File: src/rtl/capture_pkg.sv
package capture_pkg;

  // one fifo word
  // upper half comes first on the stream
  typedef struct packed {
    logic [31:0] upper;
    logic [31:0] lower;
  } capture_word_t;

  // source of one capture half
  typedef enum logic [1:0] {
    route_adc_iq     = 2'b00,
    route_dac_iq     = 2'b01,
    route_adc_count  = 2'b10,
    route_glbl_count = 2'b11
  } route_sel_e;

  // apb register map, byte addresses
  localparam logic [7:0] reg_ctrl_addr         = 8'h00;
  localparam logic [7:0] reg_freq_offset_addr  = 8'h04;
  localparam logic [7:0] reg_tuning_coeff_addr = 8'h08;
  localparam logic [7:0] reg_count_max_addr    = 8'h0c;
  localparam logic [7:0] reg_status_addr       = 8'h10;

  // route field positions in the control register
  localparam int ctrl_route_lower_lsb = 0;
  localparam int ctrl_route_upper_lsb = 4;

endpackage

File: src/rtl/chirp_dsp_pkg.sv
package chirp_dsp_pkg;

  // one I or Q sample as driven to the dac
  localparam int sample_w = 16;

  // phase accumulator, step and chirp coefficient share this width
  localparam int phase_w = 32;

  // offset from I to Q
  // a quarter turn of the 16 bit phase word
  localparam logic [sample_w-1:0] quarter_turn = 16'h4000;

  // packed I/Q pair with I in the upper half, as on the dac bus
  typedef struct packed {
    logic [sample_w-1:0] i;
    logic [sample_w-1:0] q;
  } iq_sample_t;

endpackage

File: src/rtl/chirp_cfg_if.sv
`timescale 1ns/1ps

interface chirp_cfg_if;
  import chirp_dsp_pkg::*;
  import capture_pkg::*;

  // chirp settings
  logic [phase_w-1:0] freq_offset;
  logic [phase_w-1:0] tuning_coeff;
  logic [phase_w-1:0] count_max;

  // capture routing
  route_sel_e route_lower;
  route_sel_e route_upper;

  modport regs (output freq_offset, tuning_coeff, count_max, route_lower, route_upper);
  modport nco (input freq_offset, tuning_coeff, count_max);
  modport framer (input route_lower, route_upper);

endinterface

File: src/rtl/chirp_nco.sv
`timescale 1ns/1ps

module chirp_nco #(
  parameter int dds_latency = 2
) (
  input  logic                      clk_245_76MHz,
  input  logic                      cpu_reset,
  input  logic                      chirp_init_i,
  input  logic                      chirp_enable_i,
  chirp_cfg_if.nco                  cfg,
  output chirp_dsp_pkg::iq_sample_t dac_sample_o,
  output logic                      dac_valid_o,
  output logic                      chirp_ready_o,
  output logic                      chirp_active_o,
  output logic                      chirp_done_o
);
  import chirp_dsp_pkg::*;

  logic [phase_w-1:0]     phase_q;
  logic [phase_w-1:0]     step_q;
  logic [phase_w-1:0]     count_q;
  logic [phase_w-1:0]     phase_next;
  logic                   run;
  logic                   ready_q;
  logic                   done_q;
  logic                   valid_q;
  iq_sample_t             sample_next;
  iq_sample_t             pipe_q [dds_latency];
  logic [dds_latency-1:0] act_pipe_q;
  logic [dds_latency-1:0] last_pipe_q;

  // one chirp step per enabled cycle until count_max
  assign run = ready_q & chirp_enable_i & (count_q < cfg.count_max);

  // step_q holds only the accumulated coefficient, offset added on top
  assign phase_next    = phase_q + cfg.freq_offset + step_q;
  // I from the top phase bits, Q a quarter turn ahead
  assign sample_next.i = phase_next[phase_w-1 -: sample_w];
  assign sample_next.q = phase_next[phase_w-1 -: sample_w] + quarter_turn;

  always_ff @(posedge clk_245_76MHz) begin
    if (cpu_reset || chirp_init_i) begin
      phase_q <= '0;
      step_q  <= '0;
      count_q <= '0;
    end else if (run) begin
      phase_q <= phase_next;
      step_q  <= step_q + cfg.tuning_coeff;
      count_q <= count_q + 1'b1;
    end
  end

  // sample pipeline, zero when idle
  always_ff @(posedge clk_245_76MHz) begin
    pipe_q[0] <= run ? sample_next : '0;
    for (int s = 1; s < dds_latency; s++) begin
      pipe_q[s] <= pipe_q[s-1];
    end
  end

  // status flags travel alongside the samples
  always_ff @(posedge clk_245_76MHz) begin
    if (cpu_reset) begin
      act_pipe_q  <= '0;
      last_pipe_q <= '0;
    end else begin
      act_pipe_q[0]  <= run;
      last_pipe_q[0] <= run & (count_q == cfg.count_max - 1'b1);
      for (int s = 1; s < dds_latency; s++) begin
        act_pipe_q[s]  <= act_pipe_q[s-1];
        last_pipe_q[s] <= last_pipe_q[s-1];
      end
    end
  end

  always_ff @(posedge clk_245_76MHz) begin
    if (cpu_reset) begin
      ready_q <= 1'b0;
      done_q  <= 1'b0;
      valid_q <= 1'b0;
    end else begin
      // adc side samples every cycle
      valid_q <= 1'b1;
      if (chirp_init_i) begin
        ready_q <= 1'b1;
        done_q  <= 1'b0;
      end else if (last_pipe_q[dds_latency-1]) begin
        // last sample has left the output stage
        ready_q <= 1'b0;
        done_q  <= 1'b1;
      end
    end
  end

  assign dac_sample_o   = pipe_q[dds_latency-1];
  assign dac_valid_o    = valid_q;
  assign chirp_ready_o  = ready_q;
  assign chirp_active_o = act_pipe_q[dds_latency-1];
  assign chirp_done_o   = done_q;

endmodule

File: src/flat_wrapper.sv
// flat-port wrapper written by rule: the top's interface ports become plain ports
module chirp_nco_flat import chirp_dsp_pkg::*;
#(
  parameter int dds_latency = 2
)
  (clk_245_76MHz, cpu_reset, chirp_init_i, chirp_enable_i, dac_sample_o, dac_valid_o, chirp_ready_o, chirp_active_o, chirp_done_o, cfg_freq_offset, cfg_tuning_coeff, cfg_count_max);
  chirp_cfg_if cfg_i ();
  input  logic clk_245_76MHz;
  input  logic cpu_reset;
  input  logic chirp_init_i;
  input  logic chirp_enable_i;
  output chirp_dsp_pkg::iq_sample_t dac_sample_o;
  output logic dac_valid_o;
  output logic chirp_ready_o;
  output logic chirp_active_o;
  output logic chirp_done_o;
  input wire logic [$bits(cfg_i.freq_offset)-1:0] cfg_freq_offset;
  input wire logic [$bits(cfg_i.tuning_coeff)-1:0] cfg_tuning_coeff;
  input wire logic [$bits(cfg_i.count_max)-1:0] cfg_count_max;
  assign cfg_i.freq_offset = cfg_freq_offset;
  assign cfg_i.tuning_coeff = cfg_tuning_coeff;
  assign cfg_i.count_max = cfg_count_max;
  chirp_nco #(.dds_latency(dds_latency)) u_core (.clk_245_76MHz(clk_245_76MHz), .cpu_reset(cpu_reset), .chirp_init_i(chirp_init_i), .chirp_enable_i(chirp_enable_i), .cfg(cfg_i), .dac_sample_o(dac_sample_o), .dac_valid_o(dac_valid_o), .chirp_ready_o(chirp_ready_o), .chirp_active_o(chirp_active_o), .chirp_done_o(chirp_done_o));
endmodule
File: config.mk
export PLATFORM = sky130hd
export DESIGN_NAME = chirp_nco_flat
export DESIGN_NICKNAME = d
export VERILOG_FILES = /design/src/rtl/capture_pkg.sv /design/src/rtl/chirp_dsp_pkg.sv /design/src/rtl/chirp_cfg_if.sv /design/src/rtl/chirp_nco.sv /design/src/flat_wrapper.sv
export SDC_FILE = /design/constraint.sdc
export NUM_CORES = 1
export LEC_CHECK = 0
export BUFFER_PORTS_ARGS = -buffer_cell sky130_fd_sc_hd__buf_2
export CORE_MARGIN = 5
export CORE_UTILIZATION = 54
export CTS_CLUSTER_SIZE = 30
export DETAILED_ROUTE_END_ITERATION = 10
export PLACE_DENSITY = 0.78
export SLEW_MARGIN = 20
export SYNTH_ARGS = -nofsm -noshare
export SYNTH_HDL_FRONTEND = slang
export SYNTH_SLANG_ARGS = --single-unit
File: constraint.sdc
create_clock -name clk_245_76MHz -period 3.65 [get_ports clk_245_76MHz]
set_input_delay 0.1825 -clock clk_245_76MHz [delete_from_list [all_inputs] [get_ports clk_245_76MHz]]
set_output_delay 0.1825 -clock clk_245_76MHz [all_outputs]
set_load 0.005 [all_outputs]
==> metrics.txt <==
outcome finished clean; Die X roughly 150 µm; Final #Nets between 1,500 and 2,000; commonest non-fill, non-tap cell in the layout nand2_1; crit end category flip-flop; core area 19,300 µm²; number of buffers created by CTS 17; P&R area growth vs syn 14.3%; I/O pin total 136; fin crit share 0.953; CP arrival 3.83 ns; Clock Tree Buf Depth 2; layout cell share with drive strength beyond 1 0.165; wire per inst about 16 µm; Syn Nets around 1,500; Crit path required time 4.00 ns; cells along the critical path fa_1 -> ha_4 -> o211ai_1 -> o211ai_1 -> a32o_2 -> and4_1 -> or3_1 -> a21oi_2 -> o31ai_1 -> xor2_1 -> xor3_1 -> nor2_1; DP HPWL approximately 21,000 µm; drt initial violations slightly above 600; Synth Warn # 0; Post-synth EDFFs 0; TNS Setup 0 ns; DRT Wirelength about 27,000 µm; CP max stage delay between 0.5 and 0.6 ns; CTS tree done; Min-Delay Path Class input port to flip-flop; Netlist cell types 73; most frequent cells in the layout nand2_1 (159), a21oi_1 (141), dfxtp_1 (137), buf_2 (135), ha_1 (93); Bufs and invs on worst path 0; mapped cell area between 10,000 and 15,000 µm²; fin crit period approximately 3.5 ns; cell row count 51; Gate Count Post-Synth between 1,000 and 1,500; via/cell ratio around 5.7; RSZ-0062 raised after global routing no; post-synthesis sequential area ratio 0.264; DR pass1 iterations 5; post-synthesis async set-or-reset flop share 0; Avg Synthesized Cell Area between 8 and 9 µm²; die height 150 µm; FF+latch count, synth 139; Peak VDD IR about 0.33 mV; Clock transition at path regs roughly 0.06 ns; Peak Freq 287 MHz; CP top delay family compound AO/OA/AOI/OAI gates; Final Hold Viols 0; Pleak about 5.5 nW; hold_buf cts 0; MaxCap Viol Count 0; Placer Congestion 0.909; Setup Viol. Count Final 0; CP Launch Type flip-flop; cell mode on critical path o211ai_1; total track usage 0.243; H-tree levels 4; Worst slew margin 0.295; via count ~9,600; CTS sink cnt 139; post-route DRC violation count 0; Final WS setup 0.172 ns; vias in the first global route between 9,000 and 10,000; Worst-Margin Slew 1.05 ns; gr ovfl total 0; I/O Buffers approximately 140; antenna violations before repair 0; CP Class flip-flop to flip-flop; power per cell area between 300 and 400 nW/µm²; CP max FO 4; Starting Density 0.546; final setup skew 0.0119 ns; most common flop cell mapped by yosys dfxtp_1; first-pass GRT wire length roughly 44,000 µm; largest net degree at the start of global routing 45; Routed Antenna Nets 0; Max Slew Vio Count 0; CP max stage cell fa_1; pre-CTS setup slack 0.0120 ns; clk_lat worst skew 0.43 ns; Antenna Cells 0; clock root cell clkbuf_16; die area between 20,000 and 25,000 µm²
worst paths after layout:
check                  startpoint                    to  slack, ns  depth (start not counted)
max              u_core.step_q[3]  u_core.pipe_q[0][15]       0.17                         12
min                     cpu_reset    u_core.dac_valid_o       0.04                          2
max reg2reg      u_core.step_q[3]  u_core.pipe_q[0][15]       0.17                         12
min reg2reg  u_core.pipe_q[0][28]  u_core.pipe_q[0][60]       0.33                          0
Yosys cell counts, types with 28 or more instances:
cell	n	area share
o21ai_0	39	0.019
dfxtp_1	139	0.26
inv_1	73	0.026
buf_4	32	0.023
a21o_1	44	0.031
xnor2_1	73	0.061
nand2_1	160	0.057
xor2_1	36	0.030
nor2_1	78	0.028
ha_1	95	0.11
clkbuf_1	38	0.014
nand4_1	28	0.017
fa_1	33	0.063
nand3_1	33	0.016
a21oi_1	145	0.069
repair_timing:
item / in CTS / in global routing
endpoints found under the setup margin: 1 / 8
pin swaps: 0 / 8
endpoints found under the hold margin: 0 / 0
gates resized for setup: 1 / 11
gates cloned: 0 / 0
setup buffers: 0 / 4
area by class of cell:
class	count	area (µm²)
Sequential cell	139	2790
Multi-Input combinational cell	1000	7150
Inverter	73	274
Tap cell	265	332
Timing Repair Buffer	166	933
Clock inverter	13	129
Clock buffer	19	453
Fill cell	1640	7280
state kept, by name, summed over array words and instances (netlist names):
name and flops:
u_core.act_pipe_q 2, u_core.chirp_done_o 1, u_core.chirp_ready_o 1, u_core.count_q 32, u_core.dac_valid_o 1, u_core.last_pipe_q 2
u_core.phase_q 32, u_core.pipe_q 36, u_core.step_q 32
cell families (layout without fill, tap and decap cells):
family | count (synthesis) | count (layout) | share of synthesized area
mux | 8 | 8 | 0.00759
compound gates | 329 | 329 | 0.196
flops | 139 | 139 | 0.264
simple gates | 425 | 425 | 0.201
buf+inv | 147 | 271 | 0.0644
xor+xnor | 110 | 110 | 0.0928
fa+ha+maj | 128 | 128 | 0.175
through the flow:
step | power, W | instances | util | hold slack (ns) | instance area [µm²]
2_1_floorplan | 0.00206 | 1286 | - | 0.254 | 10500
3_3_place_gp | 0.00225 | 1639 | 0.589 | 0.311 | 11400
3_5_place_dp | 0.00226 | 1639 | 0.589 | 0.312 | 11400
4_1_cts | 0.00398 | 1671 | 0.619 | 0.0202 | 12000
5_1_grt | 0.00414 | 1675 | 0.624 | 0.0458 | 12100
6_report | 0.00398 | 1675 | 0.624 | 0.0391 | 12100
routing by layer:
layer	wire length, µm	share of wire	track usage
met5	0	0	0
met4	511	0.019	0.0741
met2	13300	0.49	0.414
met1	11900	0.44	0.317
met3	1530	0.056	0.0400
where the power goes:
part	total (W)	internal (W)	switching [W]
Clock	0.00173	0.000991	0.000735
Combinational	0.000670	0.000285	0.000385
Sequential	0.00158	0.00156	0.0000239
worst register-to-register path: stages (launching register included):
cell,delay (ns)
dfxtp_2,0.34
fa_1,0.56
ha_4,0.23
o211ai_1,0.24
o211ai_1,0.17
a32o_2,0.30
and4_1,0.22
or3_1,0.32
a21oi_2,0.18
o31ai_1,0.10
xor2_1,0.23
xor3_1,0.43
nor2_1,0.08
(Power assumes the default switching activity.)
