[src/rtl/capture_pkg.sv]
package capture_pkg;

  // one fifo word
  // upper half comes first on the stream
  typedef struct packed {
    logic [31:0] upper;
    logic [31:0] lower;
  } capture_word_t;

  // source of one capture half
  typedef enum logic [1:0] {
    route_adc_iq     = 2'b00,
    route_dac_iq     = 2'b01,
    route_adc_count  = 2'b10,
    route_glbl_count = 2'b11
  } route_sel_e;

  // apb register map, byte addresses
  localparam logic [7:0] reg_ctrl_addr         = 8'h00;
  localparam logic [7:0] reg_freq_offset_addr  = 8'h04;
  localparam logic [7:0] reg_tuning_coeff_addr = 8'h08;
  localparam logic [7:0] reg_count_max_addr    = 8'h0c;
  localparam logic [7:0] reg_status_addr       = 8'h10;

  // route field positions in the control register
  localparam int ctrl_route_lower_lsb = 0;
  localparam int ctrl_route_upper_lsb = 4;

endpackage

[src/rtl/chirp_dsp_pkg.sv]
package chirp_dsp_pkg;

  // one I or Q sample as driven to the dac
  localparam int sample_w = 16;

  // phase accumulator, step and chirp coefficient share this width
  localparam int phase_w = 32;

  // offset from I to Q
  // a quarter turn of the 16 bit phase word
  localparam logic [sample_w-1:0] quarter_turn = 16'h4000;

  // packed I/Q pair with I in the upper half, as on the dac bus
  typedef struct packed {
    logic [sample_w-1:0] i;
    logic [sample_w-1:0] q;
  } iq_sample_t;

endpackage

[src/rtl/chirp_cfg_if.sv]
`timescale 1ns/1ps

interface chirp_cfg_if;
  import chirp_dsp_pkg::*;
  import capture_pkg::*;

  // chirp settings
  logic [phase_w-1:0] freq_offset;
  logic [phase_w-1:0] tuning_coeff;
  logic [phase_w-1:0] count_max;

  // capture routing
  route_sel_e route_lower;
  route_sel_e route_upper;

  modport regs (output freq_offset, tuning_coeff, count_max, route_lower, route_upper);
  modport nco (input freq_offset, tuning_coeff, count_max);
  modport framer (input route_lower, route_upper);

endinterface

[src/rtl/capture_framer.sv]
`timescale 1ns/1ps

module capture_framer #(
  parameter int dds_latency = 2
) (
  input  logic                        clk_245_76MHz,
  input  logic                        cpu_reset,
  input  logic                        adc_enable_i,
  input  chirp_dsp_pkg::iq_sample_t   dac_iq_i,
  input  chirp_dsp_pkg::iq_sample_t   adc_iq_i,
  input  logic                        sample_valid_i,
  chirp_cfg_if.framer                 cfg,
  output capture_pkg::capture_word_t  wr_data_o,
  output logic                        wr_last_o,
  output logic                        wr_en_o
);
  import capture_pkg::*;

  localparam int cnt_w = $clog2(dds_latency + 1);

  logic             enable_r;
  logic             capture_q;
  logic             first_q;
  logic [cnt_w-1:0] latency_cnt_q;
  logic             latency_idle;
  logic [31:0]      adc_cnt_q;
  logic [31:0]      glbl_cnt_q;
  logic             marker;
  logic [31:0]      marker_word;

  // picks one 32 bit capture half
  function automatic logic [31:0] route_mux(input route_sel_e  sel,
                                            input logic [31:0] adc_word,
                                            input logic [31:0] dac_word,
                                            input logic [31:0] adc_cnt,
                                            input logic [31:0] glbl_cnt);
    logic [31:0] word;
    case (sel)
      route_adc_iq:     word = adc_word;
      route_dac_iq:     word = dac_word;
      route_adc_count:  word = adc_cnt;
      default:          word = glbl_cnt;
    endcase
    return word;
  endfunction

  assign latency_idle = (latency_cnt_q == '0);

  always_ff @(posedge clk_245_76MHz) begin
    if (cpu_reset) begin
      enable_r      <= 1'b0;
      capture_q     <= 1'b0;
      first_q       <= 1'b0;
      latency_cnt_q <= '0;
    end else begin
      enable_r <= adc_enable_i;
      // capture state frozen while the dds tail drains
      if (latency_idle) begin
        capture_q <= enable_r;
      end
      first_q <= latency_idle & enable_r & ~capture_q;
      // falling enable starts the stop countdown
      if (enable_r && !adc_enable_i) begin
        latency_cnt_q <= cnt_w'(dds_latency);
      end else if (!latency_idle) begin
        latency_cnt_q <= latency_cnt_q - 1'b1;
      end
    end
  end

  // closing marker once the countdown has run out
  assign wr_last_o = latency_idle & capture_q & ~enable_r;
  assign marker    = first_q | wr_last_o;
  assign wr_en_o   = capture_q & sample_valid_i;

  always_ff @(posedge clk_245_76MHz) begin
    if (cpu_reset) begin
      adc_cnt_q  <= '0;
      glbl_cnt_q <= '0;
    end else begin
      glbl_cnt_q <= glbl_cnt_q + 1'b1;
      // data words only, markers not counted
      if (wr_en_o && !marker) begin
        adc_cnt_q <= adc_cnt_q + 1'b1;
      end
    end
  end

  assign marker_word = glbl_cnt_q;

  always_comb begin
    if (marker) begin
      wr_data_o.upper = marker_word;
      wr_data_o.lower = adc_cnt_q;
    end else begin
      wr_data_o.upper = route_mux(cfg.route_upper, adc_iq_i, dac_iq_i, adc_cnt_q, glbl_cnt_q);
      wr_data_o.lower = route_mux(cfg.route_lower, adc_iq_i, dac_iq_i, adc_cnt_q, glbl_cnt_q);
    end
  end

endmodule

[src/flat_wrapper.sv]
// flat-port wrapper written by rule: the top's interface ports become plain ports
module capture_framer_flat import capture_pkg::*;
#(
  parameter int dds_latency = 2
)
  (clk_245_76MHz, cpu_reset, adc_enable_i, dac_iq_i, adc_iq_i, sample_valid_i, wr_data_o, wr_last_o, wr_en_o, cfg_route_lower, cfg_route_upper);
  chirp_cfg_if cfg_i ();
  input  logic clk_245_76MHz;
  input  logic cpu_reset;
  input  logic adc_enable_i;
  input  chirp_dsp_pkg::iq_sample_t dac_iq_i;
  input  chirp_dsp_pkg::iq_sample_t adc_iq_i;
  input  logic sample_valid_i;
  output capture_pkg::capture_word_t wr_data_o;
  output logic wr_last_o;
  output logic wr_en_o;
  input wire logic [$bits(cfg_i.route_lower)-1:0] cfg_route_lower;
  input wire logic [$bits(cfg_i.route_upper)-1:0] cfg_route_upper;
  assign cfg_i.route_lower = cfg_route_lower;
  assign cfg_i.route_upper = cfg_route_upper;
  capture_framer #(.dds_latency(dds_latency)) u_core (.clk_245_76MHz(clk_245_76MHz), .cpu_reset(cpu_reset), .adc_enable_i(adc_enable_i), .dac_iq_i(dac_iq_i), .adc_iq_i(adc_iq_i), .sample_valid_i(sample_valid_i), .cfg(cfg_i), .wr_data_o(wr_data_o), .wr_last_o(wr_last_o), .wr_en_o(wr_en_o));
endmodule
[config.mk]
export PLATFORM = sky130hd
export DESIGN_NAME = capture_framer_flat
export DESIGN_NICKNAME = d
export VERILOG_FILES = /design/src/rtl/capture_pkg.sv /design/src/rtl/chirp_dsp_pkg.sv /design/src/rtl/chirp_cfg_if.sv /design/src/rtl/capture_framer.sv /design/src/flat_wrapper.sv
export SDC_FILE = /design/constraint.sdc
export NUM_CORES = 1
export LEC_CHECK = 0
export ABC_CLOCK_PERIOD_IN_PS = 4900
export BUFFER_PORTS_ARGS = -buffer_cell sky130_fd_sc_hd__buf_2
export CAP_MARGIN = 20
export CORE_ASPECT_RATIO = 0.7
export CORE_MARGIN = 1
export CORE_UTILIZATION = 30
export DETAILED_ROUTE_END_ITERATION = 10
export PLACE_DENSITY = 0.52
export SLEW_MARGIN = 20
export SYNTH_ARGS = -nofsm -noshare
export SYNTH_HDL_FRONTEND = slang
export SYNTH_SLANG_ARGS = --single-unit
[constraint.sdc]
create_clock -name clk_245_76MHz -period 4.9 [get_ports clk_245_76MHz]
set_input_delay 1.47 -clock clk_245_76MHz [delete_from_list [all_inputs] [get_ports clk_245_76MHz]]
set_output_delay 1.47 -clock clk_245_76MHz [all_outputs]
set_load 0.01 [all_outputs]
==> impl_metrics.ini <==
[layout]
area_growth_pct = 23.5
multiInputGateArea_um2 = 3510
nets = 891
n_antenna_cell = 0
drive_gt1_share_pct = 25.8
seq_area_um2 = 1380
fill_cells = 1739

[grt]
grt_usage_pct = 21.2
overflow = 0
grt_max_degree = 53
grt_antenna_before_repair = 0
grt_pass1_vias = 5155
grt_pass1_wl_mm = 29.0

[worst_setup_path]
cp_cell_sequence = buf_2 -> buf_4 -> mux2_2 -> o22ai_1 -> a21oi_1 -> buf_2
worstPathArrival_ns = 2.82
cp.required_ns = 3.43
worstReg2RegEnd = u_core.adc_cnt_q[31]
slowest_delay_ns = 0.36
startpoint_type = input port
critPathBufInv = 3
slowest_stage = mux2_2
timing.rr.start = u_core.adc_cnt_q[3]
critPathMostFrequentCell = buf_2
ff2ff_setup_slack_ns = 2.49
path_class = input port to primary output
path_max_fanout = 13
r2r_cells = 4
cpLargestDelayFamily = buffers and inverters
cp-end-kind = primary output

[drt]
wl_met1_mm = 9.25
first_iter_violations = 446
drtAntennaViolNets = 0
wl_met3_mm = 1.14
routed.top_layer = met4
drtPass1Iterations = 7
routed_wl_mm = 18.6
wl_per_cell_um = 17.8
routed-via-count = 5711
avgViaCountPerCell = 5.45
met2_length_mm = 8.00
post-route-drc-count = 0

[logic_synthesis]
syn_avg_cell_area_um2 = 7.17
ys_ff_latch = 69
ys_types = 36
yosys.area.top_type = dfxtp_1
ys_warn_count = 0
synth_top_area_share_pct = 26.8
yosysSeqAreaShare_pct = 26.8
syn_inst = 719
netlist_area_um2 = 5150
synthTopCellsByArea = dfxtp_1 (27%), a21oi_1 (13%), nor2_1 (9.2%), mux2_2 (8.1%), mux2i_1 (6.2%)
synth_nets = 793

[cts]
cts_buffer_depth = 2
cts_setup_buffers = 0
numCtsBuffers = 9
worstSkewPairLatency_ns = 0.33
clock_sinks = 69
cts_tree = done
root_buffer = clkbuf_16
postCtsHoldBufs = 0
clk_pin_slew_worst_paths_ns = 0.06
cts-resized-gates = 0
cts-htree-levels = 3

[placement]
place_hpwl_mm = 13.4
gp_routability_congestion = 0.818
io_buffers = 137

[power_and_ir_drop]
pwr_density_cell_nw_per_um2 = 271
ir_drop_uv = 221
leakage_nw = 2.48

[sta]
setup_viol = 0
tns_ns = 0
finalHoldViolCount = 0
fin_crit_sh_pct = 87.6
worstMarginPinSlew_ns = 0.995
fin_hold_ws_ns = 0.512
period_minus_slack_ns = 4.29
rsz0062_at_grt = false
fmax_ghz = 0.233
slew_viol_final = 0
fin_skew_ns = 0.00731
max-slew-margin-rel_pct = 33.7

[floorplan]
start_util_pct = 31.2
core_area_um2 = 16500
rows = 39
dieArea_um2 = 17700
boundaryPins = 138
die_w_um = 159
die_h_um = 112

[hold_path]
hold_depth = 2
min_from = u_core.enable_r
hold_end = u_core.capture_q
hold_class = flip-flop to flip-flop

[job]
cap_violations = 0

[status]
outcome = completed
layout by cell type (no fill, tap or decap), drive strengths merged, types with 11 or more instances in the layout:
master  count
o22ai      32
a21oi     136
mux2i      32
nor2      126
mux2       37
nand3      19
buf       151
nand4      20
or4        31
dfxtp      69
xor2       13
o31ai      27
nand2      28
or3        14
o21ai      12
clkbuf     11
per-stage QoR:
step                      instance area, um2  total power [mW]  utilization [%]  cells  setup slack [ns]
after floorplan                         5150             0.805                -    719             0.523
after global placement                  6010             0.965             36.3   1031             0.627
after detailed placement                6010             0.963             36.3   1031             0.629
after CTS                               6370              1.75             38.5   1047             0.620
after global routing                    6370              1.81             38.5   1047             0.559
final                                   6370              1.73             38.5   1047             0.606
final cells by class:
type / count / share of cell area [%]
Timing Repair Buffer: 151 / 12.6
Sequential cell: 69 / 21.7
Clock buffer: 11 / 3.97
Clock inverter: 5 / 1.67
Tap cell: 225 / 4.42
Inverter: 7 / 0.413
Multi-Input combinational cell: 579 / 55.2
cell families (layout without fill, tap and decap cells):
family	after synthesis	after routing	share of synthesized area, %
simple gates	281	281	27.4
mux	69	69	14.3
flops	69	69	26.8
buf+inv	71	174	5.46
compound gates	208	208	22.3
xor+xnor	19	19	3.23
fa+ha+maj	2	2	0.485
worst min-delay path, cell delays in order (launching register included):
cell     delay (ns)
dfxtp_1        0.35
nand2_1        0.07
a21oi_1        0.05
flip-flops by register name, summed over array words and instances, names as in the netlist:
| signal | flops |
|---|---|
| u_core.adc_cnt_q | 32 |
| u_core.glbl_cnt_q | 32 |
| u_core.enable_r | 1 |
| u_core.capture_q | 1 |
| u_core.latency_cnt_q | 2 |
| u_core.first_q | 1 |
power breakdown:
part	internal (mW)	leakage, nW	switching (mW)
Combinational	0.157	1.75	0.225
Clock	0.526	0.172	0.248
Sequential	0.565	0.557	0.00680
Total	1.25	2.48	0.479
cell usage after synthesis, drive strengths merged:
| cell | instances |
|---|---|
| xnor2 | 6 |
| or4 | 31 |
| o31ai | 27 |
| or2 | 1 |
| ha | 2 |
| and4b | 1 |
| dfxtp | 69 |
| nor2 | 126 |
| nor4b | 2 |
| nand3b | 1 |
| nor4 | 6 |
| and2 | 4 |
| nand2 | 28 |
| buf | 10 |
| mux2i | 32 |
| inv | 7 |
| nand3 | 19 |
| a21oi | 136 |
| or3 | 14 |
| nor3 | 5 |
| o22ai | 32 |
| a211oi | 1 |
| nand4 | 20 |
| mux2 | 37 |
| o21ai | 12 |
| nor2b | 10 |
| and3 | 6 |
| and4 | 7 |
| clkbuf | 54 |
| xor2 | 13 |
worst max path at each step:
stage | start | depth (start not counted) | slack (ns) | to
finish | cfg_route_lower[0] | 6 | 0.61 | wr_data_o[21]
global route | cfg_route_lower[0] | 6 | 0.56 | wr_data_o[17]
CTS | cfg_route_lower[0] | 6 | 0.62 | wr_data_o[21]
detailed placement | cfg_route_lower[0] | 6 | 0.63 | wr_data_o[21]
global placement | cfg_route_lower[0] | 6 | 0.63 | wr_data_o[11]
floorplan | cfg_route_upper[0] | 5 | 0.52 | wr_data_o[35]
layer usage:
| layer | vias up | GRT usage [%] |
|---|---|---|
| li1 | 2841 | - |
| met1 | 2685 | 30.5 |
| met5 | - | 0 |
| met2 | 164 | 31.6 |
| met3 | 21 | 4.98 |
| met4 | 0 | 4.55 |
No activity file was read; power rests on OpenSTA's default activity.
