<file path="src/rtl/capture_pkg.sv">
package capture_pkg;

  // one fifo word
  // upper half comes first on the stream
  typedef struct packed {
    logic [31:0] upper;
    logic [31:0] lower;
  } capture_word_t;

  // source of one capture half
  typedef enum logic [1:0] {
    route_adc_iq     = 2'b00,
    route_dac_iq     = 2'b01,
    route_adc_count  = 2'b10,
    route_glbl_count = 2'b11
  } route_sel_e;

  // apb register map, byte addresses
  localparam logic [7:0] reg_ctrl_addr         = 8'h00;
  localparam logic [7:0] reg_freq_offset_addr  = 8'h04;
  localparam logic [7:0] reg_tuning_coeff_addr = 8'h08;
  localparam logic [7:0] reg_count_max_addr    = 8'h0c;
  localparam logic [7:0] reg_status_addr       = 8'h10;

  // route field positions in the control register
  localparam int ctrl_route_lower_lsb = 0;
  localparam int ctrl_route_upper_lsb = 4;

endpackage

</file>
<file path="src/rtl/chirp_dsp_pkg.sv">
package chirp_dsp_pkg;

  // one I or Q sample as driven to the dac
  localparam int sample_w = 16;

  // phase accumulator, step and chirp coefficient share this width
  localparam int phase_w = 32;

  // offset from I to Q
  // a quarter turn of the 16 bit phase word
  localparam logic [sample_w-1:0] quarter_turn = 16'h4000;

  // packed I/Q pair with I in the upper half, as on the dac bus
  typedef struct packed {
    logic [sample_w-1:0] i;
    logic [sample_w-1:0] q;
  } iq_sample_t;

endpackage

</file>
<file path="src/rtl/chirp_cfg_if.sv">
`timescale 1ns/1ps

interface chirp_cfg_if;
  import chirp_dsp_pkg::*;
  import capture_pkg::*;

  // chirp settings
  logic [phase_w-1:0] freq_offset;
  logic [phase_w-1:0] tuning_coeff;
  logic [phase_w-1:0] count_max;

  // capture routing
  route_sel_e route_lower;
  route_sel_e route_upper;

  modport regs (output freq_offset, tuning_coeff, count_max, route_lower, route_upper);
  modport nco (input freq_offset, tuning_coeff, count_max);
  modport framer (input route_lower, route_upper);

endinterface

</file>
<file path="src/rtl/chirp_apb_regs.sv">
`timescale 1ns/1ps

module chirp_apb_regs (
  input  logic        clk_245_76MHz,
  input  logic        cpu_reset,
  input  logic        psel_i,
  input  logic        penable_i,
  input  logic        pwrite_i,
  input  logic [7:0]  paddr_i,
  input  logic [31:0] pwdata_i,
  output logic [31:0] prdata_o,
  output logic        pready_o,
  output logic        pslverr_o,
  input  logic        status_ready_i,
  input  logic        status_active_i,
  input  logic        status_done_i,
  chirp_cfg_if.regs   cfg
);
  import chirp_dsp_pkg::*;
  import capture_pkg::*;

  logic [31:0]        ctrl_q;
  logic [phase_w-1:0] freq_offset_q;
  logic [phase_w-1:0] tuning_coeff_q;
  logic [phase_w-1:0] count_max_q;
  logic               access;
  logic               addr_ok;
  logic [31:0]        rd_mux;

  // access phase, single cycle since pready is tied high
  assign access = psel_i & penable_i;

  // address decode and read mux
  always_comb begin
    addr_ok = 1'b1;
    rd_mux  = '0;
    case (paddr_i)
      reg_ctrl_addr:         rd_mux = ctrl_q;
      reg_freq_offset_addr:  rd_mux = freq_offset_q;
      reg_tuning_coeff_addr: rd_mux = tuning_coeff_q;
      reg_count_max_addr:    rd_mux = count_max_q;
      reg_status_addr: begin
        // read only, a write here is an error
        addr_ok = ~pwrite_i;
        rd_mux  = {29'd0, status_done_i, status_active_i, status_ready_i};
      end
      default:               addr_ok = 1'b0;
    endcase
  end

  assign pready_o  = 1'b1;
  assign pslverr_o = access & ~addr_ok;
  // unmapped or idle reads return zero
  assign prdata_o  = (access & ~pwrite_i & addr_ok) ? rd_mux : '0;

  // write lands on the edge closing the access phase
  always_ff @(posedge clk_245_76MHz) begin
    if (cpu_reset) begin
      ctrl_q         <= '0;
      freq_offset_q  <= '0;
      tuning_coeff_q <= '0;
      count_max_q    <= '0;
    end else if (access && pwrite_i && addr_ok) begin
      case (paddr_i)
        reg_ctrl_addr:         ctrl_q         <= pwdata_i;
        reg_freq_offset_addr:  freq_offset_q  <= pwdata_i;
        reg_tuning_coeff_addr: tuning_coeff_q <= pwdata_i;
        reg_count_max_addr:    count_max_q    <= pwdata_i;
        default: ;
      endcase
    end
  end

  assign cfg.freq_offset  = freq_offset_q;
  assign cfg.tuning_coeff = tuning_coeff_q;
  assign cfg.count_max    = count_max_q;
  // route fields out of the control word
  assign cfg.route_lower  = route_sel_e'(ctrl_q[ctrl_route_lower_lsb +: 2]);
  assign cfg.route_upper  = route_sel_e'(ctrl_q[ctrl_route_upper_lsb +: 2]);

endmodule

</file>
<file path="src/flat_wrapper.sv">
// flat-port wrapper written by rule: the top's interface ports become plain ports
module chirp_apb_regs_flat import chirp_dsp_pkg::*; import capture_pkg::*;
  (clk_245_76MHz, cpu_reset, psel_i, penable_i, pwrite_i, paddr_i, pwdata_i, prdata_o, pready_o, pslverr_o, status_ready_i, status_active_i, status_done_i, cfg_freq_offset, cfg_tuning_coeff, cfg_count_max, cfg_route_lower, cfg_route_upper);
  chirp_cfg_if cfg_i ();
  input  logic clk_245_76MHz;
  input  logic cpu_reset;
  input  logic psel_i;
  input  logic penable_i;
  input  logic pwrite_i;
  input  logic [7:0] paddr_i;
  input  logic [31:0] pwdata_i;
  output logic [31:0] prdata_o;
  output logic pready_o;
  output logic pslverr_o;
  input  logic status_ready_i;
  input  logic status_active_i;
  input  logic status_done_i;
  output wire logic [$bits(cfg_i.freq_offset)-1:0] cfg_freq_offset;
  output wire logic [$bits(cfg_i.tuning_coeff)-1:0] cfg_tuning_coeff;
  output wire logic [$bits(cfg_i.count_max)-1:0] cfg_count_max;
  output wire logic [$bits(cfg_i.route_lower)-1:0] cfg_route_lower;
  output wire logic [$bits(cfg_i.route_upper)-1:0] cfg_route_upper;
  assign cfg_freq_offset = cfg_i.freq_offset;
  assign cfg_tuning_coeff = cfg_i.tuning_coeff;
  assign cfg_count_max = cfg_i.count_max;
  assign cfg_route_lower = cfg_i.route_lower;
  assign cfg_route_upper = cfg_i.route_upper;
  chirp_apb_regs u_core (.clk_245_76MHz(clk_245_76MHz), .cpu_reset(cpu_reset), .psel_i(psel_i), .penable_i(penable_i), .pwrite_i(pwrite_i), .paddr_i(paddr_i), .pwdata_i(pwdata_i), .prdata_o(prdata_o), .pready_o(pready_o), .pslverr_o(pslverr_o), .status_ready_i(status_ready_i), .status_active_i(status_active_i), .status_done_i(status_done_i), .cfg(cfg_i));
endmodule
</file>
<file path="config.mk">
export PLATFORM = sky130hd
export DESIGN_NAME = chirp_apb_regs_flat
export DESIGN_NICKNAME = d
export VERILOG_FILES = /design/src/rtl/capture_pkg.sv /design/src/rtl/chirp_dsp_pkg.sv /design/src/rtl/chirp_cfg_if.sv /design/src/rtl/chirp_apb_regs.sv /design/src/flat_wrapper.sv
export SDC_FILE = /design/constraint.sdc
export NUM_CORES = 1
export LEC_CHECK = 0
export BUFFER_PORTS_ARGS = -buffer_cell sky130_fd_sc_hd__buf_2
export CORE_MARGIN = 1.5
export CORE_UTILIZATION = 55
export DETAILED_ROUTE_END_ITERATION = 16
export PLACE_DENSITY = 0.92
export SLEW_MARGIN = 20
export SYNTH_ARGS = -nofsm -noshare
export SYNTH_HDL_FRONTEND = slang
export SYNTH_SLANG_ARGS = --single-unit
</file>
<file path="constraint.sdc">
create_clock -name clk_245_76MHz -period 2.7 [get_ports clk_245_76MHz]
set_clock_uncertainty 0.15 [all_clocks]
set_input_delay 0.27 -clock clk_245_76MHz [delete_from_list [all_inputs] [get_ports clk_245_76MHz]]
set_output_delay 0.27 -clock clk_245_76MHz [all_outputs]
set_load 0.005 [all_outputs]
</file>
==> metrics.txt, run 1 <==
status=completed; diode count=0; fill cell count=777; Starting Density=57.2%; Static Leak=4.26 nW; Starting DRT DRC Count=284; full die area=0.0121 mm^2; first-pass GRT wire length=24.6 mm; CP dominant cell by count=buf_2; clock period minus final worst setup slack=2100 ps; total via count in the routed design=4877; share of cells above drive strength 1=36.1%; RSZ-0062 raised after global routing=no; Fin. Hold Viols=0; Core Rows=38; f_max=0.475 GHz; Worst-Skew Late Latency=410 ps; Area Growth Syn to Fin=24.4%; post-synth top area share=40.8%; Ports=182; synthesized area per cell=11.3 um^2; CP startpoint=paddr_i[7]; Die H=110 um; PD cells=556 mW/mm^2; IO Port Bufs=180; count of different cell masters after synthesis=30; cts-stage hold buffer count=0; FF+latch count, synth=128; Maximum Capacitance Violations=0; CP max FO=16; top_reg_cell synth=dfxtp_1; synthesized area=0.00628 mm^2; asr flop ratio synth=0%; Clk pin slew, worst setup/hold paths=50 ps; H-tree Lvls=4; Worst Path Buf+Inv=3; total power=0.00434 W; fin nets=769; CP max stage delay=450 ps; CP Capture Type=primary output; critical-path cell list=buf_2 -> nor4_1 -> nand4_1 -> buf_4 -> and2b_1 -> buf_2; Final TNS setup=0 ps; Post-synth top cells=nand2b_1 (160), dfxtp_1 (128), mux2i_1 (128), mux4_2 (29), clkbuf_1 (23); clock sink count=128; final core utilization=71.1%; number of synthesized flops with an enable pin=0; Initial DRT Pass Iterations=4; CP startpoint kind=input port; TritonCTS clock tree=done; Synth Warn #=0; area leader, netlist=dfxtp_1; CTS Buffer Depth=2; total core area=0.0110 mm^2; hold path start=pwdata_i[24]; crit path kind=in -> out; Seq/Total Area, Yosys=40.8%; Final Max Tran Viols=0; crit path DAT=1680 ps; Final ANT Viol Nets=0; total CTS buffers=17; Die Span X=110 um; final WL=15.9 mm; reg2reg start=u_core.cfg.freq_offset[3]; Worst path slowest cell=nor4_1; Rel. slew slack=58.5%; hpwl dp=10.5 mm; Placed Area=0.00722 mm^2; Post-Synthesis Net Count=603; Worst Path Required=2280 ps; Worst Hold Class=in -> reg; Via density=5.58; vias in the first global route=5002; Routability Congestion=0.889; DRC Markers=0; Post-CTS Setup Bufs=0; Top delay family on crit path=simple AND/OR/NAND/NOR gates; Global Route Usage Sum=27.2%; post-cts sizing count=0; Post-Syn Instances=555; Worst Tran Pin Value=620 ps; Final Cell Area=0.00781 mm^2; period utilization=77.9%; IR drop worst, VDD=0.464 mV; most common cell in the synthesized netlist=nand2b_1; CTS Root Cell=clkbuf_16; largest net degree at the start of global routing=161; main area contributors after synthesis=dfxtp_1 (41%), mux2i_1 (20%), nand2b_1 (16%); Avg WL per Cell=18.2 um; global route overflow=0; r2r setup slk=1850 ps; Final Setup Violations=0; initial antenna violation count=0
==> routing by layer <==
| metal | vias up | GRT usage [%] | share of wire, % |
|---|---|---|---|
| met4 | 0 | 13.9 | 1.8 |
| met2 | 173 | 46.6 | 51 |
| met5 | - | 0 | 0 |
| met3 | 31 | 7.88 | 5.9 |
| li1 | 2240 | - | - |
| met1 | 2433 | 30.7 | 42 |
==> path summary, 6_finish.rpt <==
path                                  to  cells past startpoint
max                         prdata_o[31]                      6
max reg2reg    u_core.cfg.freq_offset[3]                      2
min          u_core.cfg.tuning_coeff[24]                      3
min reg2reg             u_core.ctrl_q[9]                      2
==> metrics by stage <==
stage / instances / hold slack (ps) / worst slack (ps)
floorplan: 555 / 299 / 878
global placement: 842 / 308 / 644
detailed placement: 842 / 316 / 604
CTS: 874 / 29.1 / 622
global route: 874 / 42.2 / 484
finish: 874 / 34.0 / 597
==> cells in the final DEF, fill, tap and decap left out, types with 3 or more instances in the layout <==
cell,n
nand2b_1,160
clkbuf_16,17
clkbuf_1,3
mux2_2,6
a22oi_1,3
mux2i_1,128
and2b_1,12
clkinv_2,3
clkbuf_8,3
nor2b_1,18
dfxtp_1,128
mux4_2,29
a21oi_1,3
buf_4,12
buf_2,180
==> registers in the layout, indices dropped and copies added, names as in the netlist <==
name,flops
u_core.cfg.tuning_coeff,32
u_core.cfg.count_max,32
u_core.cfg.freq_offset,32
u_core.ctrl_q,32
==> where the power goes <==
| group | switching (W) | total, W | internal, W |
|---|---|---|---|
| logic | 0.000111 | 0.000212 | 0.000101 |
| clock network | 0.000810 | 0.00224 | 0.00143 |
| registers | 0.000000526 | 0.00189 | 0.00189 |
==> worst min-delay path: cells and delay by family <==
kind | cells | cell delay (ps)
muxes | 1 | 130
buffers and inverters | 1 | 80
and+or+nand+nor | 1 | 90
==> kinds of logic after synthesis <==
group / share of synthesized area [%]
buffers and inverters: 4.80
AOI/OAI and AO/OA: 0.957
muxes: 31.9
and+or+nand+nor: 21.5
DFF: 40.8
other: 0.0597
==> cell type report <==
class	instances	area [um^2]	share of cell area [%]
clock buffers	23	478	6.12
multi-input cells	378	3450	44.2
well taps	140	175	2.24
clock inverters	9	108	1.38
flip-flops and latches	128	2560	32.8
inverters	2	7.51	0.0961
repair buffers	194	1030	13.2
(Power assumes the default switching activity.)
==> run 2, diff against run 1 <==
CORE_UTILIZATION = 52   (was 55)
PLACE_DENSITY = 0.88   (was 0.92)
clock period = 2.1 ns   (was 2.7 ns; I/O delays follow)
==> run 2 against run 1 <==
Net effect: global-route usage fell by 2.3 points; wire length fell by 1.9%; count of clock-buffer cells in the layout fell by 5; cell area rose by 3.0%; critical path depth fell by 3; die area rose by 5.6%; core utilization fell by 1.8 points; register-to-register slack got worse by 630 ps; clock power rose by 26%; via count fell by 0.96%; sequential cell count did not move; hold slack got worse by 28 ps; highest routed layer unchanged.
==> metrics.txt, run 2 (synthesized netlist as in run 1, its figures left out) <==
fin nets=791; crit path DAT=1530 ps; CP max FO=3; crit path kind=reg -> out; initial antenna violation count=0; H-tree Lvls=4; DP Worst Slack=145 ps; hold slack=5.70 ps; Final Max Tran Viols=0; clock period minus final worst setup slack=1890 ps; final core utilization=69.3%; period utilization=89.8%; TritonCTS clock tree=done; Maximum Capacitance Violations=0; Routability Congestion=0.791; CP startpoint kind=register; most frequent cells in the layout=buf_2 (179), nand2b_1 (160), mux2i_1 (128), dfxtp_1 (128), mux4_2 (29); fill cell count=845; first-pass GRT wire length=25.0 mm; Register Area=0.00256 mm^2; CTS Root Cell=clkbuf_16; commonest non-fill, non-tap cell in the layout=buf_2; clock sink count=128; Area Growth Syn to Fin=28.2%; Worst Tran Pin Value=555 ps; Ports=182; hpwl dp=10.5 mm; Rel. slew slack=62.9%; diode count=0; share of cells above drive strength 1=35.8%; Worst Hold Class=in -> reg; global route overflow=0; f_max=0.530 GHz; Initial DRT Pass Iterations=4; Die Span X=113 um; total core area=0.0116 mm^2; Post-CTS Setup Bufs=0; RSZ-0062 raised after global routing=no; Final ANT Viol Nets=0; IR drop worst, VDD=0.446 mV; IO Port Bufs=180; Die H=113 um; vias in the first global route=5022; Starting DRT DRC Count=287; CTS Buffer Depth=2; full die area=0.0127 mm^2; Core Rows=39; Worst-Skew Late Latency=400 ps; final WL=15.6 mm; Fin. Hold Viols=0; Global Route Usage Sum=24.9%; Worst Path Required=1740 ps; largest net degree at the start of global routing=66; PD cells=692 mW/mm^2; CP Capture Type=primary output; Final Setup Violations=0; area of the multi-input gates=0.00345 mm^2; Final TNS setup=0 ps; total via count in the routed design=4830; Starting Density=54.1%; Setup WS post-layout=213 ps; Avg WL per Cell=17.3 um; Static Leak=4.36 nW; DRC Markers=0; Via density=5.37; total CTS buffers=17; Clk pin slew, worst setup/hold paths=60 ps; status=completed; r2r setup slk=1220 ps
==> run 2: cell types whose count changed in the layout (fill, tap and decap cells not counted), sizes merged <==
cell	before	now
buf	194	197
clkbuf	23	18
clkinv	5	8
clkinvlp	2	3
dlygate4sd3	0	19
inv	2	3
==> run 2: timing repair <==
action | in CTS | in global routing
gates resized for setup | 0 | 1
hold buffers | 19 | 0
endpoints found under the setup margin | 0 | 2
endpoints found under the hold margin | 39 | 0
==> run 2: stage by stage <==
stage,cells,instance area (um^2),power (W)
floorplan,555,6280,0.00266
global placement,848,7280,0.00276
detailed placement,848,7280,0.00277
CTS,899,8040,0.00560
global route,899,8050,0.00574
finish,899,8050,0.00557
==> run 2: cell type report <==
| class | instances | area share, % |
|---|---|---|
| multi-input cells | 378 | 42.9 |
| flip-flops and latches | 128 | 31.8 |
| repair buffers | 216 | 15.8 |
| clock buffers | 18 | 5.33 |
| well taps | 143 | 2.22 |
| clock inverters | 14 | 1.77 |
| inverters | 2 | 0.0933 |
==> run 2: path summary, 6_finish.rpt <==
| path | start | to | cells past startpoint |
|---|---|---|---|
| hold reg to reg | u_core.ctrl_q[24] | u_core.ctrl_q[24] | 2 |
| setup / recovery | u_core.cfg.tuning_coeff[19] | prdata_o[19] | 3 |
| hold / removal | pwdata_i[22] | u_core.cfg.tuning_coeff[22] | 3 |
| setup reg to reg | u_core.cfg.tuning_coeff[9] | u_core.cfg.tuning_coeff[9] | 2 |
==> run 2: layer usage <==
layer	up-vias	routed length, um	track usage (%)
li1	2293	-	-
met1	2341	6620	29.4
met2	171	7900	43.9
met3	25	833	6.43
met4	0	233	9.17
met5	-	0	0
==> run 2: worst max-delay path, stage by stage (launching register included) <==
cell and delay [ps]:
dfxtp_1 330, mux4_2 480, nor2b_1 160, buf_2 140
==> run 2: where the power goes <==
group | switching (W) | internal [W]
logic | 0.000151 | 0.000162
registers | 0.000000646 | 0.00243
clock network | 0.00108 | 0.00174
total | 0.00123 | 0.00433
==> run 3, diff against run 2 <==
ABC_AREA = 1   (was unset)
PLACE_DENSITY = 0.89   (was 0.88)
==> run 3 against run 2 <==
Net effect: die area decreased by 3.3%; sequential cell count is the same; largest cell class unchanged; final cell count increased by 30%; largest power group unchanged; count of clock-buffer cells in the layout is 2 higher; critical endpoint is now prdata_o[4]; critical path depth rose by 7.
==> metrics.txt, run 3 <==
asr flop ratio synth=0%; fill cell count=920; Die Span X=111 um; Clk pin slew, worst setup/hold paths=60 ps; Area Growth Syn to Fin=30.1%; Initial DRT Pass Iterations=5; Post-Synthesis Net Count=889; number of synthesized flops with an enable pin=0; CTS Root Cell=clkbuf_16; Worst path slowest cell=buf_12; commonest non-fill, non-tap cell in the layout=nand2_1; Final Cell Area=0.00789 mm^2; most frequent cells in the layout=nand2_1 (238), buf_2 (179), a21oi_1 (160); DRC Markers=0; total CTS buffers=17; PD cells=676 mW/mm^2; Final Max Tran Viols=0; diode count=0; Worst-Skew Late Latency=410 ps; total core area=0.0114 mm^2; Starting Density=53.3%; final WL=18.5 mm; clock sink count=128; post-synth top area share=42.3%; Synth Warn #=0; synthesized area=0.00606 mm^2; CP max stage delay=220 ps; hpwl dp=11.6 mm; Core Rows=39; top_reg_cell synth=dfxtp_1; Post-synth top cells=nand2_1 (238), a21oi_1 (160), nand4_1 (130), dfxtp_1 (128), nand3_1 (41); Seq/Total Area, Yosys=42.3%; Maximum Capacitance Violations=0; Worst Hold Class=in -> reg; Static Leak=3.14 nW; global route overflow=0; Global Route Usage Sum=29.3%; total via count in the routed design=6861; Register Area=0.00256 mm^2; Routability Congestion=0.854; H-tree Lvls=4; synthesized area per cell=7.21 um^2; Avg WL per Cell=15.8 um; crit path DAT=1590 ps; FF+latch count, synth=128; area of the multi-input gates=0.00294 mm^2; Ports=182; first-pass GRT wire length=29.8 mm; IO Port Bufs=180; crit path kind=in -> out; Starting DRT DRC Count=801; area leader, netlist=dfxtp_1; IR drop worst, VDD=0.440 mV; full die area=0.0123 mm^2; f_max=0.512 GHz; Post-CTS Setup Bufs=0; post-cts sizing count=0; RSZ-0062 raised after global routing=no; Final ANT Viol Nets=0; Final Setup Violations=0; share of cells above drive strength 1=24.9%; CTS Buffer Depth=2; vias in the first global route=6122; status=completed; critical-path cell list=buf_2 -> nor2_2 -> nand3_1 -> nor2_4 -> buf_12 -> nand2_1 -> nand3_1 -> a21oi_1 -> nor2_1 -> buf_2; Placed Area=0.00703 mm^2; Final TNS setup=0 ps; Post-Syn Instances=841; period utilization=93.0%; clock period minus final worst setup slack=1950 ps; Worst Path Required=1740 ps; Die H=111 um; main area contributors after synthesis=dfxtp_1 (42%), nand2_1 (15%), nand4_1 (13%); Via density=5.86; Fin. Hold Viols=0; TritonCTS clock tree=done; largest net degree at the start of global routing=43; count of different cell masters after synthesis=17; CP Capture Type=primary output; most common cell in the synthesized netlist=nand2_1; initial antenna violation count=0; CP max FO=37; CP startpoint kind=input port; fin nets=1063
## run 3: changes by cell type after synthesis, moves of 6 or more
cell / change
a21oi_1: +157
and2b_1: -12
buf_2: +33
buf_4: +16
mux2_2: -6
mux2i_1: -128
mux4_2: -29
nand2_1: +237
nand2b_1: -160
nand3_1: +39
nand4_1: +129
nor2_1: +36
nor2b_1: -18
## run 3: worst paths after layout
check | from | to | slack (ps) | depth (start not counted)
setup / recovery | paddr_i[1] | prdata_o[4] | 150 | 10
hold / removal | cpu_reset | u_core.cfg.freq_offset[24] | 110 | 2
setup reg to reg | u_core.cfg.tuning_coeff[21] | u_core.cfg.tuning_coeff[21] | 1260 | 2
hold reg to reg | u_core.ctrl_q[18] | u_core.ctrl_q[18] | 310 | 2
## run 3: stage by stage
stage	power, W	instances	setup slack, ps	hold slack [ps]	util, %
floorplan	0.00258	841	575	228	-
global placement	0.00269	1107	238	298	61.8
detailed placement	0.00269	1107	183	307	61.8
CTS	0.00535	1171	190	91.8	69.4
global route	0.00549	1171	21.7	109	69.4
finish	0.00533	1171	146	109	69.4
## run 3: cells by family after synthesis
kind of cell,share of synthesized area (%)
simple gates,34.7
compound gates,13.2
flops,42.3
buf+inv,9.80
other cells,0.0619
## run 3: area by class of cell
class | count | share of cell area [%]
multi-input cells | 614 | 37.3
flip-flops and latches | 128 | 32.5
repair buffers | 245 | 20.7
clock buffers | 20 | 5.66
well taps | 143 | 2.27
clock inverters | 12 | 1.13
inverters | 9 | 0.428
## run 3: per-layer routing
layer | GRT usage (%) | up-vias | part of all wire [%]
li1 | - | 3263 | -
met1 | 36.6 | 3180 | 40
met2 | 49.0 | 373 | 49
met3 | 6.12 | 45 | 8.1
met4 | 12.2 | 0 | 2.4
met5 | 0 | - | 0
## run 3: timing repair
action,CTS,global route
hold buffers,32,0
endpoints found under the hold margin,128,0
setup endpoints to repair,0,0
## run 3: critical path: cells and delay by family
| family | cells | cell delay [ps] |
|---|---|---|
| buffers and inverters | 3 | 460 |
| AO/OA/AOI/OAI | 1 | 60 |
| AND/OR/NAND/NOR | 6 | 870 |
## run 3: where the power goes
| group | total, W | internal, W | switching [W] |
|---|---|---|---|
| Sequential | 0.00243 | 0.00243 | 0.0000000170 |
| Clock | 0.00264 | 0.00154 | 0.00110 |
| Combinational | 0.000259 | 0.000101 | 0.000157 |
| Total | 0.00533 | 0.00407 | 0.00126 |
